**src/common/xm23Pkg.sv**
```systemverilog
package xm23Pkg;

	localparam int wordWidth = 16;

	// Opcode numbers as produced by the decoder
	typedef enum logic [5:0] {
		opBl         = 6'd0,
		opBeq        = 6'd1,
		opBne        = 6'd2,
		opBc         = 6'd3,
		opBnc        = 6'd4,
		opBn         = 6'd5,
		opBge        = 6'd6,
		opBlt        = 6'd7,
		opBra        = 6'd8,
		opAdd        = 6'd9,
		opAddc       = 6'd10,
		opSub        = 6'd11,
		opSubc       = 6'd12,
		opDadd       = 6'd13,
		opCmp        = 6'd14,
		opXor        = 6'd15,
		opAnd        = 6'd16,
		opOr         = 6'd17,
		opBit        = 6'd18,
		opBic        = 6'd19,
		opBis        = 6'd20,
		opMov        = 6'd21,
		opSwap       = 6'd22,
		opSra        = 6'd23,
		opRrc        = 6'd24,
		opSwpb       = 6'd25,
		opSxt        = 6'd26,
		opSetpri     = 6'd28,
		opSvc        = 6'd29,
		opSetcc      = 6'd30,
		opClrcc      = 6'd31,
		opCex        = 6'd32,
		opLd         = 6'd33,
		opSt         = 6'd34,
		opMovl       = 6'd35,
		opMovlz      = 6'd36,
		opMovls      = 6'd37,
		opMovh       = 6'd38,
		opLdr        = 6'd39,
		opStr        = 6'd40,
		opBreakpoint = 6'd41,
		opReserved   = 6'd63	// Unassigned encodings
	} opcodeT;

	typedef enum logic [1:0] {
		noFault      = 2'd0,
		invalidInstr = 2'd1,
		unsupported  = 2'd2
	} faultT;

	// Constants selected by the source field when rc is set
	localparam logic [wordWidth-1:0] constTable [0:7] = '{
		16'h0000, 16'h0001, 16'h0002, 16'h0004,
		16'h0008, 16'h0010, 16'h0020, 16'hFFFF
	};

	// Flag positions, matching the low four bits of pswBits
	localparam int pswCarry    = 0;
	localparam int pswZero     = 1;
	localparam int pswNegative = 2;
	localparam int pswOverflow = 3;

endpackage

```
**src/decode/instructionDecoder.sv**
```systemverilog
`timescale 1ns/1ns

module instructionDecoder (
	input  logic                Clock,
	input  logic                reset,
	input  logic [15:0]         instr,
	input  logic                instrValid,
	output logic                decValid,
	output xm23Pkg::opcodeT     opcode,
	output logic [2:0]          srcCon,
	output logic [2:0]          dst,
	output logic                rc,
	output logic                wb,
	output logic [7:0]          imByte,
	output logic [4:0]          pswBits,
	output logic                decFault
);

	xm23Pkg::opcodeT nextOpcode;
	logic            nextFault;
	logic            nextRc;

	// Opcode number from the top three bits and the sub-fields below them
	always_comb begin
		nextOpcode = xm23Pkg::opReserved;
		nextFault = 1'b0;
		nextRc = 1'b0;
		case (instr[15:13])
			3'd0: nextOpcode = xm23Pkg::opBl;
			3'd1: nextOpcode = xm23Pkg::opcodeT'(6'd1 + 6'(instr[12:10]));	// BEQ to BRA
			3'd2: begin
				case (instr[12:10])
					3'd0, 3'd1, 3'd2: begin
						nextRc = instr[7];	// Only the two-operand group has R/C
						case (instr[11:8])
							4'd0:    nextOpcode = xm23Pkg::opAdd;
							4'd1:    nextOpcode = xm23Pkg::opAddc;
							4'd2:    nextOpcode = xm23Pkg::opSub;
							4'd3:    nextOpcode = xm23Pkg::opSubc;
							4'd4:    nextOpcode = xm23Pkg::opDadd;
							4'd5:    nextOpcode = xm23Pkg::opCmp;
							4'd6:    nextOpcode = xm23Pkg::opXor;
							4'd7:    nextOpcode = xm23Pkg::opAnd;
							4'd8:    nextOpcode = xm23Pkg::opOr;
							4'd9:    nextOpcode = xm23Pkg::opBit;
							4'd10:   nextOpcode = xm23Pkg::opBic;
							default: nextOpcode = xm23Pkg::opBis;	// Only 11 is left here
						endcase
					end
					3'd3: begin
						case (instr[9:7])
							3'd0: nextOpcode = xm23Pkg::opMov;
							3'd1: nextOpcode = xm23Pkg::opSwap;
							3'd2: begin
								if (instr[5:3] < 3'd4)	// SRA, RRC, SWPB, SXT
									nextOpcode = xm23Pkg::opcodeT'(6'd23 + 6'(instr[5:3]));
							end
							3'd3: nextOpcode = xm23Pkg::opcodeT'(6'd28 + 6'(instr[6:5]));
							default: nextOpcode = xm23Pkg::opReserved;
						endcase
					end
					3'd4: nextOpcode = xm23Pkg::opCex;
					3'd5: begin
						if (instr[9:0] == 10'd0)
							nextOpcode = xm23Pkg::opBreakpoint;
						else
							nextFault = 1'b1;	// The one invalid encoding group
					end
					default: begin
						if (instr[12:10] == 3'd6)
							nextOpcode = xm23Pkg::opLd;
						else
							nextOpcode = xm23Pkg::opSt;
					end
				endcase
			end
			3'd3: begin
				case (instr[12:11])
					2'd0:    nextOpcode = xm23Pkg::opMovl;
					2'd1:    nextOpcode = xm23Pkg::opMovlz;
					2'd2:    nextOpcode = xm23Pkg::opMovls;
					default: nextOpcode = xm23Pkg::opMovh;
				endcase
			end
			default: begin
				if (instr[15:14] == 2'b11)
					nextOpcode = xm23Pkg::opStr;
				else
					nextOpcode = xm23Pkg::opLdr;
			end
		endcase
	end

	always_ff @(posedge Clock) begin
		if (reset) begin
			decValid <= 1'b0;
			decFault <= 1'b0;
		end else begin
			decValid <= instrValid;
			decFault <= instrValid & nextFault;
		end
	end

	// Fields are captured raw on every strobe
	always_ff @(posedge Clock) begin
		if (instrValid) begin
			opcode <= nextOpcode;
			srcCon <= instr[5:3];
			dst <= instr[2:0];
			rc <= nextRc;
			wb <= instr[6];
			imByte <= instr[10:3];
			pswBits <= instr[4:0];
		end
	end

endmodule

```
**src/execute/registerFile.sv**
```systemverilog
`timescale 1ns/1ns

module registerFile (
	input  logic                           Clock,
	input  logic                           reset,
	input  logic [2:0]                     rdAddrA,
	input  logic [2:0]                     rdAddrB,
	output logic [xm23Pkg::wordWidth-1:0]  rdDataA,
	output logic [xm23Pkg::wordWidth-1:0]  rdDataB,
	input  logic                           wrEn,
	input  logic [2:0]                     wrAddr,
	input  logic [xm23Pkg::wordWidth-1:0]  wrData,
	input  logic                           wrByte
);

	logic [xm23Pkg::wordWidth-1:0] regs [0:7];

	assign rdDataA = regs[rdAddrA];	// Asynchronous reads
	assign rdDataB = regs[rdAddrB];

	always_ff @(posedge Clock) begin
		if (reset) begin
			for (int i = 0; i < 8; i++)
				regs[i] <= '0;
		end else if (wrEn) begin
			if (wrByte)
				regs[wrAddr][7:0] <= wrData[7:0];	// High byte untouched
			else
				regs[wrAddr] <= wrData;
		end
	end

endmodule

```
**src/execute/executeUnit.sv**
```systemverilog
`timescale 1ns/1ns

module executeUnit (
	input  logic                           Clock,
	input  logic                           reset,
	input  logic                           decValid,
	input  xm23Pkg::opcodeT                opcode,
	input  logic [2:0]                     srcCon,
	input  logic [2:0]                     dst,
	input  logic                           rc,
	input  logic                           wb,
	input  logic [7:0]                     imByte,
	input  logic [4:0]                     pswBits,
	input  logic                           decFault,
	output logic [2:0]                     rdAddrA,
	output logic [2:0]                     rdAddrB,
	input  logic [xm23Pkg::wordWidth-1:0]  rdDataA,
	input  logic [xm23Pkg::wordWidth-1:0]  rdDataB,
	input  logic [3:0]                     psw,
	output logic                           exValid,
	output logic [2:0]                     exDst,
	output logic [xm23Pkg::wordWidth-1:0]  exValue,
	output logic                           exWrite,
	output logic                           exByte,
	output logic [3:0]                     exPsw,
	output logic                           exPswWrite,
	output xm23Pkg::faultT                 exFault
);

	logic [xm23Pkg::wordWidth-1:0] srcOp, dstOp, addend, logicRaw, shifted, opValue;
	logic [xm23Pkg::wordWidth:0]   sumWord;
	logic [8:0]                    sumByte;
	logic [3:0]                    curPsw, newPsw;
	logic                          carryIn, shiftIn, doWrite, doPsw, setZn, byteNext;
	xm23Pkg::faultT                faultNext;

	function automatic logic signBit(input logic [15:0] v, input logic byteMode);
		return byteMode ? v[7] : v[15];
	endfunction

	function automatic logic isZero(input logic [15:0] v, input logic byteMode);
		return byteMode ? (v[7:0] == 8'd0) : (v == 16'd0);
	endfunction

	// Byte results keep the destination's high byte
	function automatic logic [15:0] mergeWidth(input logic [15:0] old, input logic [15:0] raw,
			input logic byteMode);
		return byteMode ? {old[15:8], raw[7:0]} : raw;
	endfunction

	assign rdAddrA = srcCon;
	assign rdAddrB = dst;

	// Previous instruction is still in the execute register
	assign srcOp = rc ? xm23Pkg::constTable[srcCon] :
		((exValid && exWrite && exDst == srcCon) ? exValue : rdDataA);
	assign dstOp = (exValid && exWrite && exDst == dst) ? exValue : rdDataB;
	assign curPsw = (exValid && exPswWrite) ? exPsw : psw;

	always_comb begin
		addend = srcOp;
		carryIn = 1'b0;
		case (opcode)
			xm23Pkg::opAddc: carryIn = curPsw[xm23Pkg::pswCarry];
			xm23Pkg::opSub, xm23Pkg::opCmp: begin
				addend = ~srcOp;
				carryIn = 1'b1;
			end
			xm23Pkg::opSubc: begin
				addend = ~srcOp;
				carryIn = curPsw[xm23Pkg::pswCarry];
			end
			default: carryIn = 1'b0;
		endcase
	end

	assign sumWord = {1'b0, dstOp} + {1'b0, addend} + {16'd0, carryIn};
	assign sumByte = {1'b0, dstOp[7:0]} + {1'b0, addend[7:0]} + {8'd0, carryIn};

	assign shiftIn = (opcode == xm23Pkg::opRrc) ? curPsw[xm23Pkg::pswCarry] : signBit(dstOp, wb);
	assign shifted = wb ? {8'h00, shiftIn, dstOp[7:1]} : {shiftIn, dstOp[15:1]};

	always_comb begin
		case (opcode)
			xm23Pkg::opXor:                 logicRaw = dstOp ^ srcOp;
			xm23Pkg::opAnd, xm23Pkg::opBit: logicRaw = dstOp & srcOp;
			xm23Pkg::opOr, xm23Pkg::opBis:  logicRaw = dstOp | srcOp;
			default:                        logicRaw = dstOp & ~srcOp;	// BIC
		endcase
	end

	always_comb begin
		opValue = dstOp;
		newPsw = curPsw;
		doWrite = 1'b0;
		doPsw = 1'b0;
		setZn = 1'b0;
		byteNext = 1'b0;
		faultNext = xm23Pkg::noFault;
		if (decFault) begin
			faultNext = xm23Pkg::invalidInstr;
		end else begin
			case (opcode)
				xm23Pkg::opAdd, xm23Pkg::opAddc, xm23Pkg::opSub, xm23Pkg::opSubc,
				xm23Pkg::opCmp: begin
					opValue = mergeWidth(dstOp, sumWord[15:0], wb);
					newPsw[xm23Pkg::pswCarry] = wb ? sumByte[8] : sumWord[16];
					newPsw[xm23Pkg::pswOverflow] = (signBit(dstOp, wb) == signBit(addend, wb)) &&
						(signBit(opValue, wb) != signBit(dstOp, wb));
					doWrite = (opcode != xm23Pkg::opCmp);
					{doPsw, setZn, byteNext} = {1'b1, 1'b1, wb};
				end
				xm23Pkg::opXor, xm23Pkg::opAnd, xm23Pkg::opOr, xm23Pkg::opBit,
				xm23Pkg::opBic, xm23Pkg::opBis: begin
					opValue = mergeWidth(dstOp, logicRaw, wb);
					newPsw[xm23Pkg::pswOverflow] = 1'b0;	// Carry kept
					doWrite = (opcode != xm23Pkg::opBit);
					{doPsw, setZn, byteNext} = {1'b1, 1'b1, wb};
				end
				xm23Pkg::opSra, xm23Pkg::opRrc: begin
					opValue = mergeWidth(dstOp, shifted, wb);
					newPsw[xm23Pkg::pswCarry] = dstOp[0];	// Shifted-out bit
					newPsw[xm23Pkg::pswOverflow] = 1'b0;
					doWrite = 1'b1;
					{doPsw, setZn, byteNext} = {1'b1, 1'b1, wb};
				end
				xm23Pkg::opMov: begin
					opValue = mergeWidth(dstOp, srcOp, wb);
					doWrite = 1'b1;
					byteNext = wb;
				end
				xm23Pkg::opSwpb: {opValue, doWrite} = {dstOp[7:0], dstOp[15:8], 1'b1};
				xm23Pkg::opSxt:  {opValue, doWrite} = {{8{dstOp[7]}}, dstOp[7:0], 1'b1};
				xm23Pkg::opMovl:  {opValue, doWrite} = {dstOp[15:8], imByte, 1'b1};
				xm23Pkg::opMovlz: {opValue, doWrite} = {8'h00, imByte, 1'b1};
				xm23Pkg::opMovls: {opValue, doWrite} = {8'hFF, imByte, 1'b1};
				xm23Pkg::opMovh:  {opValue, doWrite} = {imByte, dstOp[7:0], 1'b1};
				xm23Pkg::opSetcc: {newPsw, doPsw} = {curPsw | pswBits[3:0], 1'b1};
				xm23Pkg::opClrcc: {newPsw, doPsw} = {curPsw & ~pswBits[3:0], 1'b1};
				default: faultNext = xm23Pkg::unsupported;
			endcase
			if (setZn) begin
				newPsw[xm23Pkg::pswZero] = isZero(opValue, byteNext);
				newPsw[xm23Pkg::pswNegative] = signBit(opValue, byteNext);
			end
		end
	end

	always_ff @(posedge Clock) begin
		if (reset) begin
			exValid <= 1'b0;
			exFault <= xm23Pkg::noFault;
		end else begin
			exValid <= decValid;
			exFault <= decValid ? faultNext : xm23Pkg::noFault;
		end
	end

	// exValue is always the destination's full content after this instruction
	always_ff @(posedge Clock) begin
		if (decValid) begin
			exDst <= dst;
			exValue <= doWrite ? opValue : dstOp;
			exWrite <= doWrite;
			exByte <= byteNext;
			exPsw <= newPsw;
			exPswWrite <= doPsw;
		end
	end

endmodule

```
**src/rtl/resultStage.sv**
```systemverilog
`timescale 1ns/1ns

module resultStage (
	input  logic                           Clock,
	input  logic                           reset,
	input  logic                           exValid,
	input  logic [2:0]                     exDst,
	input  logic [xm23Pkg::wordWidth-1:0]  exValue,
	input  logic                           exWrite,
	input  logic                           exByte,
	input  logic [3:0]                     exPsw,
	input  logic                           exPswWrite,
	input  xm23Pkg::faultT                 exFault,
	output logic                           wrEn,
	output logic [2:0]                     wrAddr,
	output logic [xm23Pkg::wordWidth-1:0]  wrData,
	output logic                           wrByte,
	output logic [3:0]                     psw,
	output logic                           resultValid,
	output logic [2:0]                     resultDst,
	output logic [xm23Pkg::wordWidth-1:0]  resultValue,
	output logic                           resultWritten,
	output xm23Pkg::faultT                 fault
);

	// Write lands on the edge that ends the exValid cycle
	assign wrEn = exValid && exWrite;
	assign wrAddr = exDst;
	assign wrData = exValue;
	assign wrByte = exByte;

	always_ff @(posedge Clock) begin
		if (reset) begin
			psw <= 4'd0;
			resultValid <= 1'b0;
			fault <= xm23Pkg::noFault;
		end else begin
			resultValid <= exValid;
			fault <= exFault;
			if (exValid && exPswWrite)
				psw <= exPsw;
		end
	end

	always_ff @(posedge Clock) begin
		if (exValid) begin
			resultDst <= exDst;
			resultValue <= exValue;	// Already merged with the old high byte
			resultWritten <= exWrite;
		end
	end

endmodule

```
**src/rtl/xm23Core.sv**
```systemverilog
`timescale 1ns/1ns

module xm23Core (
	input  logic                           Clock,
	input  logic                           reset,
	input  logic [15:0]                    instr,
	input  logic                           instrValid,
	output logic                           resultValid,
	output logic [2:0]                     resultDst,
	output logic [xm23Pkg::wordWidth-1:0]  resultValue,
	output logic                           resultWritten,
	output logic [3:0]                     psw,
	output xm23Pkg::faultT                 fault
);

	logic                          decValid, rc, wb, decFault;
	xm23Pkg::opcodeT               opcode;
	logic [2:0]                    srcCon, dst;
	logic [7:0]                    imByte;
	logic [4:0]                    pswBits;
	logic [2:0]                    rdAddrA, rdAddrB, exDst, wrAddr;
	logic [xm23Pkg::wordWidth-1:0] rdDataA, rdDataB, exValue, wrData;
	logic                          exValid, exWrite, exByte, exPswWrite, wrEn, wrByte;
	logic [3:0]                    exPsw;
	xm23Pkg::faultT                exFault;

	instructionDecoder decoder_i (
		.Clock, .reset, .instr, .instrValid, .decValid, .opcode, .srcCon, .dst,
		.rc, .wb, .imByte, .pswBits, .decFault
	);

	executeUnit execute_i (
		.Clock, .reset, .decValid, .opcode, .srcCon, .dst, .rc, .wb, .imByte,
		.pswBits, .decFault, .rdAddrA, .rdAddrB, .rdDataA, .rdDataB, .psw,
		.exValid, .exDst, .exValue, .exWrite, .exByte, .exPsw, .exPswWrite, .exFault
	);

	registerFile registers_i (
		.Clock, .reset, .rdAddrA, .rdAddrB, .rdDataA, .rdDataB,
		.wrEn, .wrAddr, .wrData, .wrByte
	);

	// Also the PSW source for execute
	resultStage result_i (
		.Clock, .reset, .exValid, .exDst, .exValue, .exWrite, .exByte, .exPsw,
		.exPswWrite, .exFault, .wrEn, .wrAddr, .wrData, .wrByte, .psw,
		.resultValid, .resultDst, .resultValue, .resultWritten, .fault
	);

endmodule

```
**config.mk**
```make
export PLATFORM = sky130hd
export DESIGN_NAME = xm23Core
export DESIGN_NICKNAME = d
export VERILOG_FILES = /design/src/common/xm23Pkg.sv /design/src/decode/instructionDecoder.sv /design/src/execute/registerFile.sv /design/src/execute/executeUnit.sv /design/src/rtl/resultStage.sv /design/src/rtl/xm23Core.sv
export SDC_FILE = /design/constraint.sdc
export NUM_CORES = 1
export LEC_CHECK = 0
export BUFFER_PORTS_ARGS = -buffer_cell sky130_fd_sc_hd__buf_2
export CELL_PAD_IN_SITES_DETAIL_PLACEMENT = 0
export CELL_PAD_IN_SITES_GLOBAL_PLACEMENT = 1
export CORE_MARGIN = 1
export CORE_UTILIZATION = 46
export CTS_BUF_LIST = sky130_fd_sc_hd__clkbuf_16
export CTS_CLUSTER_SIZE = 12
export DETAILED_ROUTE_END_ITERATION = 10
export GPL_TIMING_DRIVEN = 1
export HOLD_SLACK_MARGIN = 0.1
export PLACE_DENSITY_LB_ADDON = 0.1
export SLEW_MARGIN = 10
export SYNTH_ARGS = -nofsm -noshare
export SYNTH_HDL_FRONTEND = slang
export SYNTH_SLANG_ARGS = --single-unit
```
**constraint.sdc**
```tcl
create_clock -name Clock -period 4.6 [get_ports Clock]
set_input_delay 0.23 -clock Clock [delete_from_list [all_inputs] [get_ports Clock]]
set_output_delay 0.23 -clock Clock [all_outputs]
set_load 0.02 [all_outputs]
```
==> impl_metrics.csv <==
group,metric,value,unit
status,status,"complete, no violations",
timing,period_share,99.97,%
yosys,ys_seq_area_share,43.50,%
yosys,synth.distinct_cells,91,
clocking,h-tree-depth,1,
global_routing,grt_max_degree,29,
yosys,ys.flop_type,"edfxtp_1",
timing,fin_crit,4.599,ns
power_and_ir_drop,peakVddDrop,0.0003645,V
worst_hold_path,hold_end,"decoder_i.opcode[3]",
place,io_buffers,45,
floorplan,fp.dieH,177.0,um
floorplan,core_area,0.02987,mm2
route,num_vias,11560,
timing,max_slew_margin,24.58,%
cells_and_area,nFillCells,2627,
route,drt-total-wl,46260,um
worst_setup_path,end_kind,"flip-flop",
yosys,synth_cells,1276,
global_routing,grt_use_total,29.87,%
clocking,clock_sinks,210,
yosys,async_flop_share,0,%
cells_and_area,instances_no_fill,1840,
worst_setup_path,worstReg2RegEnd,"execute_i.exPsw[1]",
clocking,clkLatencyLatePin,0.56,ns
clocking,cts.path.max_buffers,3,
clocking,path_clk_slew,0.06,ns
run,cap_violations,0,
worst_hold_path,hold_path.class,"input pin to flip-flop",
route,drtPass1Iterations,5,
yosys,yosysWarnings,0,
power_and_ir_drop,power_density,353.7,mW/mm2
timing,clock-skew-final,0.01595,ns
worst_setup_path,crit_fanout,5,
timing,rsz0062_at_grt,"true",
cells_and_area,seq_area,0.006133,mm2
clocking,cts_made_buffers,25,
worst_setup_path,critPathRequiredTime,4.91,ns
timing,maxSlewViolCount,0,
place,gp_congestion,0.9695,
timing,hold_viol,0,
cells_and_area,final_common_cell,"edfxtp_1",
floorplan,dieArea,0.03131,mm2
place,place_inst,1759,
cells_and_area,area_delta_synth_final,18.21,%
route,drt_iter0_markers,1262,
timing,fmax,217.5,MHz
floorplan,rows,63,
route,vias_per_cell,6.284,
clocking,cts_tree,"yes",
place,dp_hpwl,33690,um
cells_and_area,drive_gt1_share,25.45,%
global_routing,grt_pass1_wl,69470,um
worst_hold_path,worstHoldStart,"instr[15]",
worst_setup_path,r2r_start,"execute_i.exDst[2]",
timing,setup_viol,0,
place,post-place-ws,-0.2660,ns
yosys,synth.cell_area,0.01408,mm2
route,drc,0,
cells_and_area,mostFrequentLayoutCells,"edfxtp_1 (192), buf_4 (142), and2_1 (98), nor2_1 (83), nand2_1 (69)",
yosys,synth-edff-count,192,
global_routing,gr-total-overflow,0,
cells_and_area,antenna_cells,0,
worst_setup_path,cpPeakStageDelay,0.44,ns
worst_setup_path,start_kind,"flip-flop",
floorplan,initial_core_util,47.13,%
power_and_ir_drop,cellLeakagePower,0.006474,uW
global_routing,antenna_found_initial,1,
clocking,cts-root-buf,"clkbuf_16",
worst_hold_path,holdPathStages,3,
worst_setup_path,crit_path_start,"execute_i.exDst[2]",
floorplan,die_x,177.0,um
yosys,syn_area_per_cell,11.04,um2
worst_setup_path,slowest_stage,"or4_4",
timing,worst_pin_slew,1.128,ns
route,ant_nets,0,
timing,timing.final.ws_setup,0.001500,ns
cells_and_area,multi_input_area,0.007511,mm2
worst_setup_path,critPathMostFrequentCell,"xor2_1",
yosys,synth-seq-cells,210,
cells_and_area,nets,1500,
floorplan,ios,46,
global_routing,grt_pass1_vias,11160,
worst_setup_path,path_cells,"buf_6 > xor2_1 > or4_4 > nor3_2 > a211o_1 > xor2_2 > fa_2 > buf_4 > inv_1 > fa_1 > nor2b_1 > o211ai_1 > a21oi_2 > o31ai_2 > a31oi_2 > xor2_1 > a211oi_1 > o311a_1 > a31o_1",
worst_setup_path,reg2reg_depth,19,
worst_setup_path,crit_type,"flip-flop to flip-flop",
worst_setup_path,reg2reg_slack,0.001,ns
route,wire_per_inst,25.14,um
worst_setup_path,arrival,4.90,ns
yosys,syn-num-nets,1345,
[Yosys cell counts, types with 9 or more instances]
| cell type | instances | area (um2) |
|---|---|---|
| nand2_1 | 70 | 262.8 |
| mux2_2 | 16 | 180.2 |
| mux2i_1 | 35 | 350.3 |
| edfxtp_1 | 192 | 5766 |
| nand3_1 | 20 | 100.1 |
| mux4_2 | 48 | 1081 |
| and2_1 | 98 | 613.1 |
| and3_1 | 9 | 56.30 |
| buf_6 | 12 | 135.1 |
| or2_2 | 19 | 118.9 |
| mux4_1 | 13 | 341.6 |
| nor2_1 | 83 | 311.6 |
| nor3_1 | 39 | 195.2 |
| nor2b_1 | 15 | 93.84 |
| a221oi_1 | 15 | 131.4 |
| dfxtp_1 | 18 | 360.4 |
| clkbuf_1 | 41 | 153.9 |
| inv_1 | 45 | 168.9 |
| buf_2 | 9 | 45.04 |
| a31oi_1 | 14 | 87.58 |
| xor2_1 | 18 | 157.7 |
| o22ai_1 | 10 | 62.56 |
| ha_1 | 48 | 600.6 |
| or3_1 | 11 | 68.82 |
| o21ai_0 | 65 | 325.3 |
| a21oi_1 | 69 | 345.3 |
| nand2b_1 | 18 | 112.6 |
| nor4_1 | 36 | 225.2 |
| a211oi_1 | 9 | 67.56 |
| xnor2_1 | 23 | 201.4 |
[how the worst max path moves through the flow]
| stage | to | slack, ns | depth (start not counted) |
|---|---|---|---|
| 6_report | execute_i.exPsw[1] | 0.001 | 19 |
| 5_1_grt | execute_i.exPsw[0] | -0.21 | 22 |
| 4_1_cts | execute_i.exPsw[2] | 0.01 | 19 |
| 3_5_place_dp | execute_i.exPsw[3] | -0.27 | 17 |
| 3_3_place_gp | execute_i.exPsw[3] | -0.18 | 17 |
| 2_1_floorplan | execute_i.exPsw[1] | 0.04 | 20 |
[flip-flops by register name, indices dropped and copies added, names as in the netlist, 2 cells and up, named ones only]
signal	cells
result_i.fault	2
registers_i.regs	128
execute_i.exPsw	4
decoder_i.imByte	8
execute_i.exValue	16
result_i.resultDst	3
result_i.resultValue	16
decoder_i.pswBits	3
decoder_i.opcode	6
result_i.psw	4
execute_i.exFault	2
execute_i.exDst	3
[layer usage]
layer,share of wire [%],track usage [%],vias to the layer above
met2,46,47.36,470
met3,6.6,3.587,98
met1,44,43.01,5782
li1,-,-,5213
met5,0,0,-
met4,2.9,8.333,0
[logic make-up after synthesis]
group                    synth area share, %
AND/OR/NAND/NOR                        17.15
AO/OA/AOI/OAI                          13.20
flip-flops                             43.50
buffers and inverters                  4.567
multiplexers                           14.48
adder cells (fa/ha/maj)                4.550
XOR/XNOR                               2.550
[through the flow]
| stage | utilization, % | area (um2) | total power (uW) | TNS, ns | hold WS, ns |
|---|---|---|---|---|---|
| floorplan | - | 14080 | 3267 | 0 | 0.3016 |
| global placement | 51.38 | 15350 | 3866 | -0.3159 | 0.4414 |
| detailed placement | 51.38 | 15350 | 3870 | -0.5949 | 0.4357 |
| CTS | 54.94 | 16410 | 5813 | 0 | 0.1026 |
| global route | 55.71 | 16640 | 6106 | -0.7211 | 0.1794 |
| finish | 55.71 | 16640 | 5887 | 0 | 0.1313 |
[power by group]
part / switching, uW / internal (uW) / total, uW
Clock: 819 / 1100 / 1920
Sequential: 89.4 / 2190 / 2280
Combinational: 960 / 727 / 1690
[critical path: cells and delay by family, from the launching register on]
family / cells / cell delay, ns
flops: 1 / 0.41
fa+ha+maj: 2 / 0.66
xor+xnor: 3 / 0.52
simple gates: 3 / 0.71
buf+inv: 3 / 0.29
compound gates: 8 / 1.75
[layout make-up]
class	instances	share of cell area, %
Sequential cell	210	36.85
Tap cell	390	2.932
Clock buffer	25	3.759
Timing Repair Buffer	207	9.231
Clock inverter	21	0.9396
Multi-Input combinational cell	936	45.13
Inverter	51	1.165
[what timing repair did]
action,CTS,global route
endpoints found under the setup margin,4,10
hold buffers,12,0
buffers inserted,10,13
pin swaps,13,8
endpoints found under the hold margin,21,0
resized for setup,20,21
Power figures use the tool's default switching activity.
